<file path="config.mk">
export PLATFORM = sky130hd
export DESIGN_NAME = cad_top
export DESIGN_NICKNAME = d
export VERILOG_FILES = /design/src/hdl/cad_pkg.sv /design/src/hdl/sram_bank.sv /design/src/hdl/cad_ctrl.sv /design/src/hdl/conv_engine.sv /design/src/hdl/result_serializer.sv /design/src/hdl/cad_top.sv
export VERILOG_INCLUDE_DIRS = /design/src /design/src/hdl
export SDC_FILE = /design/constraint.sdc
export NUM_CORES = 2
export LEC_CHECK = 0
export ABC_AREA = 1
export BUFFER_PORTS_ARGS = -buffer_cell sky130_fd_sc_hd__buf_2
export CORE_MARGIN = 2
export CORE_UTILIZATION = 55
export DETAILED_ROUTE_END_ITERATION = 8
export PLACE_DENSITY_LB_ADDON = 0.1
export SYNTH_ARGS = -nofsm -noshare
export SYNTH_HDL_FRONTEND = slang
export SYNTH_SLANG_ARGS = --single-unit
</file>
<file path="constraint.sdc">
create_clock -name clk -period 5.4 [get_ports clk]
set_clock_uncertainty 0.05 [all_clocks]
set_input_delay 0 -clock clk [delete_from_list [all_inputs] [get_ports clk]]
set_output_delay 0 -clock clk [all_outputs]
set_load 0.02 [all_outputs]
</file>
<file path="src/hdl/cad_params.svh">
`ifndef CAD_PARAMS_SVH
`define CAD_PARAMS_SVH

`default_nettype none

// Image and kernel geometry
`define IMG_SIZE      8
`define KSIZE         5
`define OUT_SIZE      (`IMG_SIZE - `KSIZE + 1)
`define IMG_PIXELS    (`IMG_SIZE * `IMG_SIZE)
`define KER_TAPS      (`KSIZE * `KSIZE)

// Per-load counts, raised for full-size runs
`define IMG_COUNT     2
`define KERNEL_COUNT  2
`define QUERY_COUNT   3

// Storage depths and result width
`define IMG_DEPTH     (`IMG_COUNT * `IMG_PIXELS)
`define KER_DEPTH     (`KERNEL_COUNT * `KER_TAPS)
`define RESULT_W      20

`default_nettype wire

`endif

</file>
<file path="src/hdl/cad_pkg.sv">
`include "cad_params.svh"
`default_nettype none

package cad_pkg;

  // Stored bytes, both signed two's complement
  typedef logic signed [7:0] pixel_t;
  typedef logic signed [7:0] weight_t;

  // Memory addresses sized from the store depths
  typedef logic [$clog2(`IMG_DEPTH)-1:0] img_addr_t;
  typedef logic [$clog2(`KER_DEPTH)-1:0] ker_addr_t;

  // Image or kernel number carried on matrix_idx
  typedef logic [3:0] idx_t;

  // Full 25-tap sum
  typedef logic signed [`RESULT_W-1:0] result_t;

  // Main controller FSM
  typedef enum logic [1:0] {
    st_idle,
    st_load,
    st_wait_idx,
    st_process
  } cad_state_t;

endpackage

`default_nettype wire

</file>
<file path="src/hdl/sram_bank.sv">
`timescale 1ns/10ps
`include "cad_params.svh"
`default_nettype none

module sram_bank
  import cad_pkg::*;
#(
  parameter type word_t = pixel_t,
  parameter int  depth  = `IMG_DEPTH
)
(
  input  logic                     clk,
  input  logic                     we,
  input  logic [$clog2(depth)-1:0] waddr,
  input  word_t                    wdata,
  input  logic [$clog2(depth)-1:0] raddr,
  output word_t                    rdata
);

  word_t mem [depth];

  // Registered read, one cycle after the address
  always_ff @(posedge clk)
  begin
    if (we)
      mem[waddr] <= wdata;
    rdata <= mem[raddr];
  end

endmodule

`default_nettype wire

</file>
<file path="src/hdl/cad_ctrl.sv">
`timescale 1ns/10ps
`include "cad_params.svh"
`default_nettype none

module cad_ctrl
  import cad_pkg::*;
(
  input  logic      clk,
  input  logic      rst_n,
  input  logic      in_valid,
  input  logic      in_valid2,
  input  pixel_t    matrix,
  input  idx_t      matrix_idx,
  input  logic      done,
  output logic      img_we,
  output img_addr_t img_waddr,
  output logic      ker_we,
  output ker_addr_t ker_waddr,
  output pixel_t    wdata,
  output logic      start,
  output idx_t      img_idx,
  output idx_t      ker_idx
);

  localparam int LOAD_TOTAL = `IMG_DEPTH + `KER_DEPTH;
  localparam int LOAD_W     = $clog2(LOAD_TOTAL + 1);
  localparam int QCNT_W     = $clog2(`QUERY_COUNT + 1);

  cad_state_t        state;
  cad_state_t        next_state;
  logic [LOAD_W-1:0] load_cnt;
  logic [QCNT_W-1:0] query_cnt;
  logic              idx_phase;
  logic              loading;
  logic              load_last;
  logic              query_last;
  logic              in_image;

  // ------------------------------------------------------------
  // Load stream split
  // ------------------------------------------------------------
  // First byte may land while still idle
  assign loading    = in_valid && (state == st_idle || state == st_load);
  assign load_last  = loading && (load_cnt == LOAD_W'(LOAD_TOTAL - 1));
  assign query_last = (query_cnt == QCNT_W'(`QUERY_COUNT - 1));
  assign in_image   = (load_cnt < LOAD_W'(`IMG_DEPTH));

  assign img_we    = loading && in_image;
  assign ker_we    = loading && !in_image;
  assign img_waddr = img_addr_t'(load_cnt);
  assign ker_waddr = ker_addr_t'(load_cnt - LOAD_W'(`IMG_DEPTH));
  assign wdata     = matrix;

  // ------------------------------------------------------------
  // Main FSM
  // ------------------------------------------------------------
  always_comb
  begin
    next_state = state;
    case (state)
      st_idle:
        if (in_valid)
          next_state = st_load;
      st_load:
        if (load_last)
          next_state = st_wait_idx;
      st_wait_idx:
        // Second index cycle starts the query
        if (in_valid2 && idx_phase)
          next_state = st_process;
      st_process:
        if (done)
          next_state = query_last ? st_idle : st_wait_idx;
      default:
        next_state = st_idle;
    endcase
  end

  always_ff @(posedge clk or negedge rst_n)
  begin
    if (!rst_n)
    begin
      state     <= st_idle;
      load_cnt  <= '0;
      query_cnt <= '0;
      idx_phase <= 1'b0;
      start     <= 1'b0;
    end
    else
    begin
      state <= next_state;
      start <= (state == st_wait_idx) && in_valid2 && idx_phase;

      // Counter is free again once the load has finished
      if (state == st_wait_idx)
        load_cnt <= '0;
      else if (loading)
        load_cnt <= load_cnt + 1'b1;

      if (state == st_wait_idx && in_valid2)
        idx_phase <= !idx_phase;

      if (state == st_process && done)
        query_cnt <= query_last ? '0 : query_cnt + 1'b1;
    end
  end

  // ------------------------------------------------------------
  // Index latches, held until the engine is done
  // ------------------------------------------------------------
  always_ff @(posedge clk)
  begin
    if (state == st_wait_idx && in_valid2)
    begin
      if (!idx_phase)
        img_idx <= matrix_idx;
      else
        ker_idx <= matrix_idx;
    end
  end

endmodule

`default_nettype wire

</file>
<file path="src/hdl/conv_engine.sv">
`timescale 1ns/10ps
`include "cad_params.svh"
`default_nettype none

module conv_engine
  import cad_pkg::*;
(
  input  logic      clk,
  input  logic      rst_n,
  input  logic      start,
  input  idx_t      img_idx,
  input  idx_t      ker_idx,
  input  pixel_t    img_rdata,
  input  weight_t   ker_rdata,
  output img_addr_t img_raddr,
  output ker_addr_t ker_raddr,
  output logic      result_valid,
  output result_t   result,
  output logic      done
);

  localparam int OW = $clog2(`OUT_SIZE);
  localparam int KW = $clog2(`KSIZE);

  logic          busy;
  logic          drain;
  logic [OW-1:0] ox;
  logic [OW-1:0] oy;
  logic [KW-1:0] kr;
  logic [KW-1:0] kc;
  logic          tap_en;
  logic          first_tap;
  logic          last_tap;
  logic          last_pos;
  logic          tap_d;
  logic          first_d;
  logic          last_d;
  logic          fin_d1;
  logic          fin_d2;
  logic signed [15:0] prod;
  result_t       acc;
  result_t       acc_base;
  result_t       sum_next;

  assign tap_en    = busy && !drain;
  assign first_tap = (kr == '0) && (kc == '0);
  assign last_tap  = (kr == KW'(`KSIZE - 1)) && (kc == KW'(`KSIZE - 1));
  assign last_pos  = (ox == OW'(`OUT_SIZE - 1)) && (oy == OW'(`OUT_SIZE - 1));

  // ------------------------------------------------------------
  // Window walker
  // ------------------------------------------------------------
  always_ff @(posedge clk or negedge rst_n)
  begin
    if (!rst_n)
    begin
      busy  <= 1'b0;
      drain <= 1'b0;
      ox    <= '0;
      oy    <= '0;
      kr    <= '0;
      kc    <= '0;
    end
    else if (start)
    begin
      busy  <= 1'b1;
      drain <= 1'b0;
      ox    <= '0;
      oy    <= '0;
      kr    <= '0;
      kc    <= '0;
    end
    else if (busy)
    begin
      if (drain)
      begin
        // Last tap is in the MAC, step to next output position
        drain <= 1'b0;
        if (ox == OW'(`OUT_SIZE - 1))
        begin
          ox <= '0;
          if (oy == OW'(`OUT_SIZE - 1))
            busy <= 1'b0;
          else
            oy <= oy + 1'b1;
        end
        else
          ox <= ox + 1'b1;
      end
      else if (last_tap)
      begin
        drain <= 1'b1;
        kr    <= '0;
        kc    <= '0;
      end
      else if (kc == KW'(`KSIZE - 1))
      begin
        kc <= '0;
        kr <= kr + 1'b1;
      end
      else
        kc <= kc + 1'b1;
    end
  end

  // Row-major addressing inside each stored image and kernel
  always_comb
  begin
    img_raddr = img_addr_t'(int'(img_idx) * `IMG_PIXELS
                + (int'(oy) + int'(kr)) * `IMG_SIZE + int'(ox) + int'(kc));
    ker_raddr = ker_addr_t'(int'(ker_idx) * `KER_TAPS + int'(kr) * `KSIZE + int'(kc));
  end

  // ------------------------------------------------------------
  // MAC, one cycle behind the addresses
  // ------------------------------------------------------------
  always_ff @(posedge clk or negedge rst_n)
  begin
    if (!rst_n)
    begin
      tap_d        <= 1'b0;
      first_d      <= 1'b0;
      last_d       <= 1'b0;
      fin_d1       <= 1'b0;
      fin_d2       <= 1'b0;
      result_valid <= 1'b0;
      done         <= 1'b0;
    end
    else
    begin
      tap_d        <= tap_en;
      first_d      <= tap_en && first_tap;
      last_d       <= tap_en && last_tap;
      fin_d1       <= tap_en && last_tap && last_pos;
      fin_d2       <= fin_d1;
      result_valid <= last_d;
      // One cycle after the final result
      done         <= fin_d2;
    end
  end

  assign prod = img_rdata * ker_rdata;

  always_comb
  begin
    acc_base = first_d ? result_t'(0) : acc;
    sum_next = acc_base + result_t'(prod);
  end

  always_ff @(posedge clk)
  begin
    if (tap_d)
      acc <= sum_next;
    if (last_d)
      result <= sum_next;
  end

endmodule

`default_nettype wire

</file>
<file path="src/hdl/result_serializer.sv">
`timescale 1ns/10ps
`include "cad_params.svh"
`default_nettype none

module result_serializer
  import cad_pkg::*;
(
  input  logic    clk,
  input  logic    rst_n,
  input  logic    result_valid,
  input  result_t result,
  output logic    out_valid,
  output logic    out_value
);

  localparam int CNT_W = $clog2(`RESULT_W);

  result_t          shreg;
  logic [CNT_W-1:0] bit_cnt;

  // LSB first, one bit per cycle
  always_ff @(posedge clk or negedge rst_n)
  begin
    if (!rst_n)
    begin
      shreg     <= '0;
      bit_cnt   <= '0;
      out_valid <= 1'b0;
    end
    else if (result_valid)
    begin
      shreg     <= result;
      bit_cnt   <= '0;
      out_valid <= 1'b1;
    end
    else if (out_valid)
    begin
      shreg <= shreg >> 1;
      if (bit_cnt == CNT_W'(`RESULT_W - 1))
        out_valid <= 1'b0;
      else
        bit_cnt <= bit_cnt + 1'b1;
    end
  end

  assign out_value = out_valid & shreg[0];

endmodule

`default_nettype wire

</file>
<file path="src/hdl/cad_top.sv">
`timescale 1ns/10ps
`include "cad_params.svh"
`default_nettype none

module cad_top
  import cad_pkg::*;
(
  input  logic clk,
  input  logic rst_n,
  input  logic in_valid,
  input  logic in_valid2,
  input  logic [7:0] matrix,
  input  logic [3:0] matrix_idx,
  output logic out_valid,
  output logic out_value
);

  // Load path
  logic      img_we;
  logic      ker_we;
  img_addr_t img_waddr;
  ker_addr_t ker_waddr;
  pixel_t    wdata;

  // Query path
  logic      start;
  logic      done;
  idx_t      img_idx;
  idx_t      ker_idx;

  // Read path and result
  img_addr_t img_raddr;
  ker_addr_t ker_raddr;
  pixel_t    img_rdata;
  weight_t   ker_rdata;
  logic      result_valid;
  result_t   result;

  cad_ctrl u_ctrl (
    .clk        (clk),
    .rst_n      (rst_n),
    .in_valid   (in_valid),
    .in_valid2  (in_valid2),
    .matrix     (matrix),
    .matrix_idx (matrix_idx),
    .done       (done),
    .img_we     (img_we),
    .img_waddr  (img_waddr),
    .ker_we     (ker_we),
    .ker_waddr  (ker_waddr),
    .wdata      (wdata),
    .start      (start),
    .img_idx    (img_idx),
    .ker_idx    (ker_idx)
  );

  sram_bank #(.word_t(pixel_t), .depth(`IMG_DEPTH)) u_img_mem (
    .clk   (clk),
    .we    (img_we),
    .waddr (img_waddr),
    .wdata (wdata),
    .raddr (img_raddr),
    .rdata (img_rdata)
  );

  sram_bank #(.word_t(weight_t), .depth(`KER_DEPTH)) u_ker_mem (
    .clk   (clk),
    .we    (ker_we),
    .waddr (ker_waddr),
    .wdata (wdata),
    .raddr (ker_raddr),
    .rdata (ker_rdata)
  );

  conv_engine u_engine (
    .clk          (clk),
    .rst_n        (rst_n),
    .start        (start),
    .img_idx      (img_idx),
    .ker_idx      (ker_idx),
    .img_rdata    (img_rdata),
    .ker_rdata    (ker_rdata),
    .img_raddr    (img_raddr),
    .ker_raddr    (ker_raddr),
    .result_valid (result_valid),
    .result       (result),
    .done         (done)
  );

  result_serializer u_ser (
    .clk          (clk),
    .rst_n        (rst_n),
    .result_valid (result_valid),
    .result       (result),
    .out_valid    (out_valid),
    .out_value    (out_value)
  );

endmodule

`default_nettype wire

</file>
# Word level (Yosys, flattened, before mapping)
# Memory sizes are Yosys's and may differ from the RTL's. A register that Yosys moved wholly into a read port is not among the register bits.
# Cells that the tools add are included.
# word_totals
register_bits,104
mem_bits_rw,1424
word_cells,151
memories,2
# memory_table
name,depth,width,read_ports,rd_ports_with_merged_regs,wr,line_no,rtl
u_img_mem.mem,128,8,1,1,1,sram_bank.sv:20,word_t mem [depth];
u_ker_mem.mem,50,8,1,1,1,sram_bank.sv:20,
# classes
addsub,15
mul,3
magnitude_cmp,1
eq_ne,17
mux,50
bitwise,2
n_reduce_logical,36
# op_table
cell,n
$mux 20,3
$mux 2,15
$mux 3,10
$add 20x16->20,1
$mul 8x8->16,1
$mux 1,16
$mux 8,2
$logic_and 1x1->1,15
$mux 5,3
$eq 2x2->1 const B,5
$reduce_and 2->1,5
$reduce_bool 2->1,5
$add 8x1->8 const B,1
$eq 8x8->1 const B,1
$lt 8x8->1 const B,1
$ne 2x2->1 const B,4
$pmux 2 s4,1
$reduce_and 4->1,2
$add 7x3->7,1
$add 7x4->7,1
$add 7x7->7,1
$add 2x1->2 const B,3
$add 3x1->3 const B,2
$add 6x4->6,1
18 further kinds,24

# Depth between registers and ports, before layout
# depth
word_depth,6
depth_mapped,22
depth_no_buf,21

# Hierarchy
# Synthesis repeated with hierarchy kept, for this count alone.
# hier_totals
cells_unflattened,5985
hier_area_um2,67825.0
# by_module_without_submodules
module,instances,cells_per_inst,area_per_inst_um2,seq_area_each_um2
sram_bank at u_img_mem,1,3575,42104.1,30909.6
sram_bank at u_ker_mem,1,1420,16671.0,12171.7
conv_engine,1,712,6575.1,1676.6
result_serializer,1,151,1297.5,650.6
cad_ctrl,1,127,1177.4,590.6

# Least setup slack after synthesis
# No wires, ideal clock.
# synth_path
path_type,register -> register
start,"register u_ker_mem.rdata[0] in the netlist's numbering, read port of u_ker_mem.mem"
end,"register u_engine.acc[16], data pin"
arrival_ns,4.504
slack_ns,0.582
path_stages_with_launch,19
synth_period_minus_slack_ns,4.818
cell_sequence,dfxtp_1 -> clkbuf_1 -> nand2_1 -> inv_1 -> fa_1 -> fa_1 -> fa_1 -> inv_1 -> fa_1 -> inv_1 -> ha_1 -> ha_1 -> nand2_1 -> nand2_1 -> inv_1 -> o211ai_1 -> a21oi_1 -> o211ai_1 -> nand2_1
# synth_between
elab_chain_len,2
# synth_rtl
item,line_no,rtl
"start, declared",sram_bank.sv:17,output word_t rdata
$mul 8x8->16,conv_engine.sv:142,assign prod = img_rdata * ker_rdata;
$add 20x16->20,conv_engine.sv:147,sum_next = acc_base + result_t'(prod);
via u_engine.sum_next[16],conv_engine.sv:43,result_t sum_next;
"end signal, assigned",conv_engine.sv:153,acc <= sum_next;
"end, declared",conv_engine.sv:41,result_t acc;
# The timed path passes the listed nets, and every way through them passes these cells.
# A chain may end at the register's enable or synchronous reset.

# Final worst setup path
# layout_path
start,"register u_ker_mem.rdata[7] in the netlist's numbering, read port of u_ker_mem.mem"
end,"register u_engine.acc[16], data pin"
# The elaborated chain is that of the path after synthesis.

==> metrics.txt <==
worst slew pin tran=between 1 and 1.5 ns; FMAX=roughly 200 MHz; crit end category=flop; CP cell instances=clkinv_1 -> or2_2 -> fa_1 -> fa_1 -> inv_1 -> fa_1 -> fa_1 -> fa_1 -> ha_1 -> nand3_1 -> nand3_1 -> nand2_1 -> o211ai_1 -> a21oi_1 -> o21ai_0 -> nand2_1 -> nand2_1; core area=~120000 sq um; nets=6288; Final Slew Violations=0; Post-DRT Antenna Nets=0; hold-critical path depth=4; RR Startpoint=u_ker_mem.rdata[7]; Cell Rows=about 130; Worst Reg-to-Reg Cells=17; Die H=around 360 um; period utilization=93.4%; Max Cap Violations=0; Clock Latency Late Sink=approximately 0.80 ns; status=completed; Starting Density=a little under three fifths; Critical R2R Capture=u_engine.acc[16]; TNS Setup=0 ns; Crit path required time=5.87 ns; WL final=between 150000 and 200000 um; headroom to the max-slew limit=between 20 and 25%; Crit Path Class=flop to flop; CTS tree=built; Fin. Hold Viols=0; WP data arrival=about 5.5 ns; total number of vias=roughly 44000; mapped cell area=approximately 70000 sq um; Congestion Overflow GR=0; pin count of the biggest net entering global routing=227; number of global-route vias before repair=around 42000; initial antenna violation count=7; Clk pin slew, worst setup/hold paths=roughly 0.060 ns; Yosys reg bits=between 1500 and 2000; syn_area_per_cell=about 11 sq um; syn_nets=approximately 6400; P&R area growth vs syn=9.10%; Slowest cell on crit path=fa_1; All-Layer GR Usage=between 20% and 30%; io pins=18; Inserted Clock Buffers=approximately 160; WL per Instance=~21 um; Hold/Removal Path Class=input pin to flop; CP peak stage delay=0.51 ns; width of the die=~360 um; Startpoint Class=flop; RSZ-0062 raised after global routing=no; DRC violations left=0; Cells after Synth=a little over 6000; final RePlAce weighted congestion=about 0.84; CTS sink cnt=around 1500; post-synthesis sequential area ratio=roughly two thirds; crit path time final=~5 ns; Worst R2R Setup Slack=roughly 0.35 ns; # setup viols final=0; first-pass GRT wire length=approximately 260000 um; Hold Path End=u_ctrl.idx_phase; CTS Root Cell=clkbuf_16; Yosys warnings=0; Synth cell types=just under 50; Iteration-0 DRC Markers=between 4000 and 5000; Critical Path Most Common Cell=fa_1; Fillers=10000; worst hold start=in_valid2; CP Max Fanout=9; DR vias/cell=5.57; worst hold slack=0.0862 ns; Max clock buf depth=3; die area=between 100000 and 150000 sq um; htree depth=4; I/O Buffers=17; Pre-antenna DRT Iters=6; Post-DP HPWL=~95000 um; layout cells sized above 1=under 10%
## cells in the mapped netlist, drive strengths merged
cell type	n	area [sq um]
nand2	1560	5860
edfxtp	1469	44100
nand3	711	3560
nor2	689	2600
inv	554	2090
o21ai	345	1730
buf	229	1470
o211ai	132	991
clkbuf	109	409
fa	96	1920
ha	72	901
dfrtp	59	1480
a21oi	32	160
xor2	18	165
dfxtp	16	320
xnor2	16	174
nor3	14	70.1
o22ai	9	56.3
o221ai	8	70.1
nand3b	5	37.5
a31oi	4	25.0
nand4	3	18.8
o21a	3	22.5
o21bai	3	22.5
or2	3	18.8
a21o	2	15.0
nor4	2	12.5
a211oi	1	7.51
a221oi	1	8.76
a22oi	1	7.51
a31o	1	8.76
clkinv	1	3.75
nor3b	1	7.51
o2111ai	1	8.76
o32ai	1	8.76
## layer usage
metal  vias to the layer above  wire (um)  GRT usage [%]
met1                     21400      72000           37.6
met4                         2       4540           8.16
li1                      20700          -              -
met5                         -         12              0
met3                       244      11300           3.99
met2                      1530      80300           42.9
## placed cells by master (no fill, tap or decap), types with 35 or more instances in the layout
master     synthesis  routed
dfrtp_1           59      59
o21ai_0          339     339
ha_1              72      69
inv_1            547     546
edfxtp_1        1469    1469
o211ai_1         132     132
buf_4             11      59
nand3_1          711     711
clkbuf_1         109      48
fa_1              96      94
clkinv_1           1      35
nand2_1         1558    1558
clkbuf_16          0     165
nor2_1           685     685
## area by class of cell
cell class                      instances  area (sq um)  area share [%]
Clock buffer                          215          4340            5.81
Tap cell                             1637          2050            2.75
Timing Repair Buffer                  108          1020            1.37
Inverter                              555          2110            2.83
Clock inverter                         75           609           0.817
Multi-Input combinational cell       3734         18600            24.9
Sequential cell                      1544         45900            61.5
Antenna cell                            1          2.50         0.00335
## through the flow
step / util, % / std cells / setup slack, ns / cell area (sq um)
floorplan: - / 6171 / 0.582 / 68400
global placement: 56.2 / 7558 / 0.395 / 69400
detailed placement: 56.2 / 7558 / 0.380 / 69400
CTS: 60.4 / 7868 / 0.353 / 74600
global route: 60.4 / 7869 / 0.0213 / 74600
finish: 60.4 / 7869 / 0.354 / 74600
## worst max-delay path: cells and delay by family, from the launching register on
| family | cells | cell delay, ns |
|---|---|---|
| flip-flops | 1 | 0.31 |
| AND/OR/NAND/NOR | 6 | 0.89 |
| AO/OA/AOI/OAI | 3 | 0.55 |
| adder cells (fa/ha/maj) | 6 | 2.70 |
| buffers and inverters | 2 | 0.29 |
## registers in the layout, summed over array words and instances (netlist names), 2 cells and up
signal and flops:
u_engine.result 20, u_ctrl.state 2, u_ser.shreg 20, u_ctrl.ker_idx 4, u_ctrl.query_cnt 2, u_ker_mem.rdata 8, u_img_mem.rdata 8, u_ker_mem.mem 400
u_ctrl.load_cnt 8, u_engine.acc 20, u_ser.bit_cnt 5, u_engine.ox 2, u_engine.kc 3, u_engine.oy 2, u_img_mem.mem 1024, u_engine.kr 3
## timing repair
action,in CTS,in global routing
buffers inserted,0,0
hold buffers,20,0
endpoints found under the hold margin,754,0
resized for setup,0,0
endpoints found under the setup margin,0,0
## worst max-delay path by stage
stage / from / endpoint / cells past startpoint
after CTS: u_ker_mem.rdata[7] / u_engine.acc[16] / 17
after detailed placement: u_ker_mem.rdata[7] / u_engine.acc[16] / 17
after global placement: u_ker_mem.rdata[7] / u_engine.result[16] / 17
after floorplan: u_ker_mem.rdata[0] / u_engine.acc[16] / 18
final: u_ker_mem.rdata[7] / u_engine.acc[16] / 17
after global routing: u_ker_mem.rdata[7] / u_engine.acc[16] / 17
## cell families after synthesis
| group | Yosys count | synth area share (%) |
|---|---|---|
| AOI/OAI and AO/OA | 544 | 4.59 |
| adders and majority gates | 168 | 4.13 |
| DFF | 1544 | 67.1 |
| and+or+nand+nor | 2988 | 17.8 |
| xor gates and xnor gates | 34 | 0.496 |
| buffers and inverters | 893 | 5.81 |
Power is left out: the tool's default activity adds up to more than one toggle a clock period on the data nets, which glitch-free logic cannot reach.
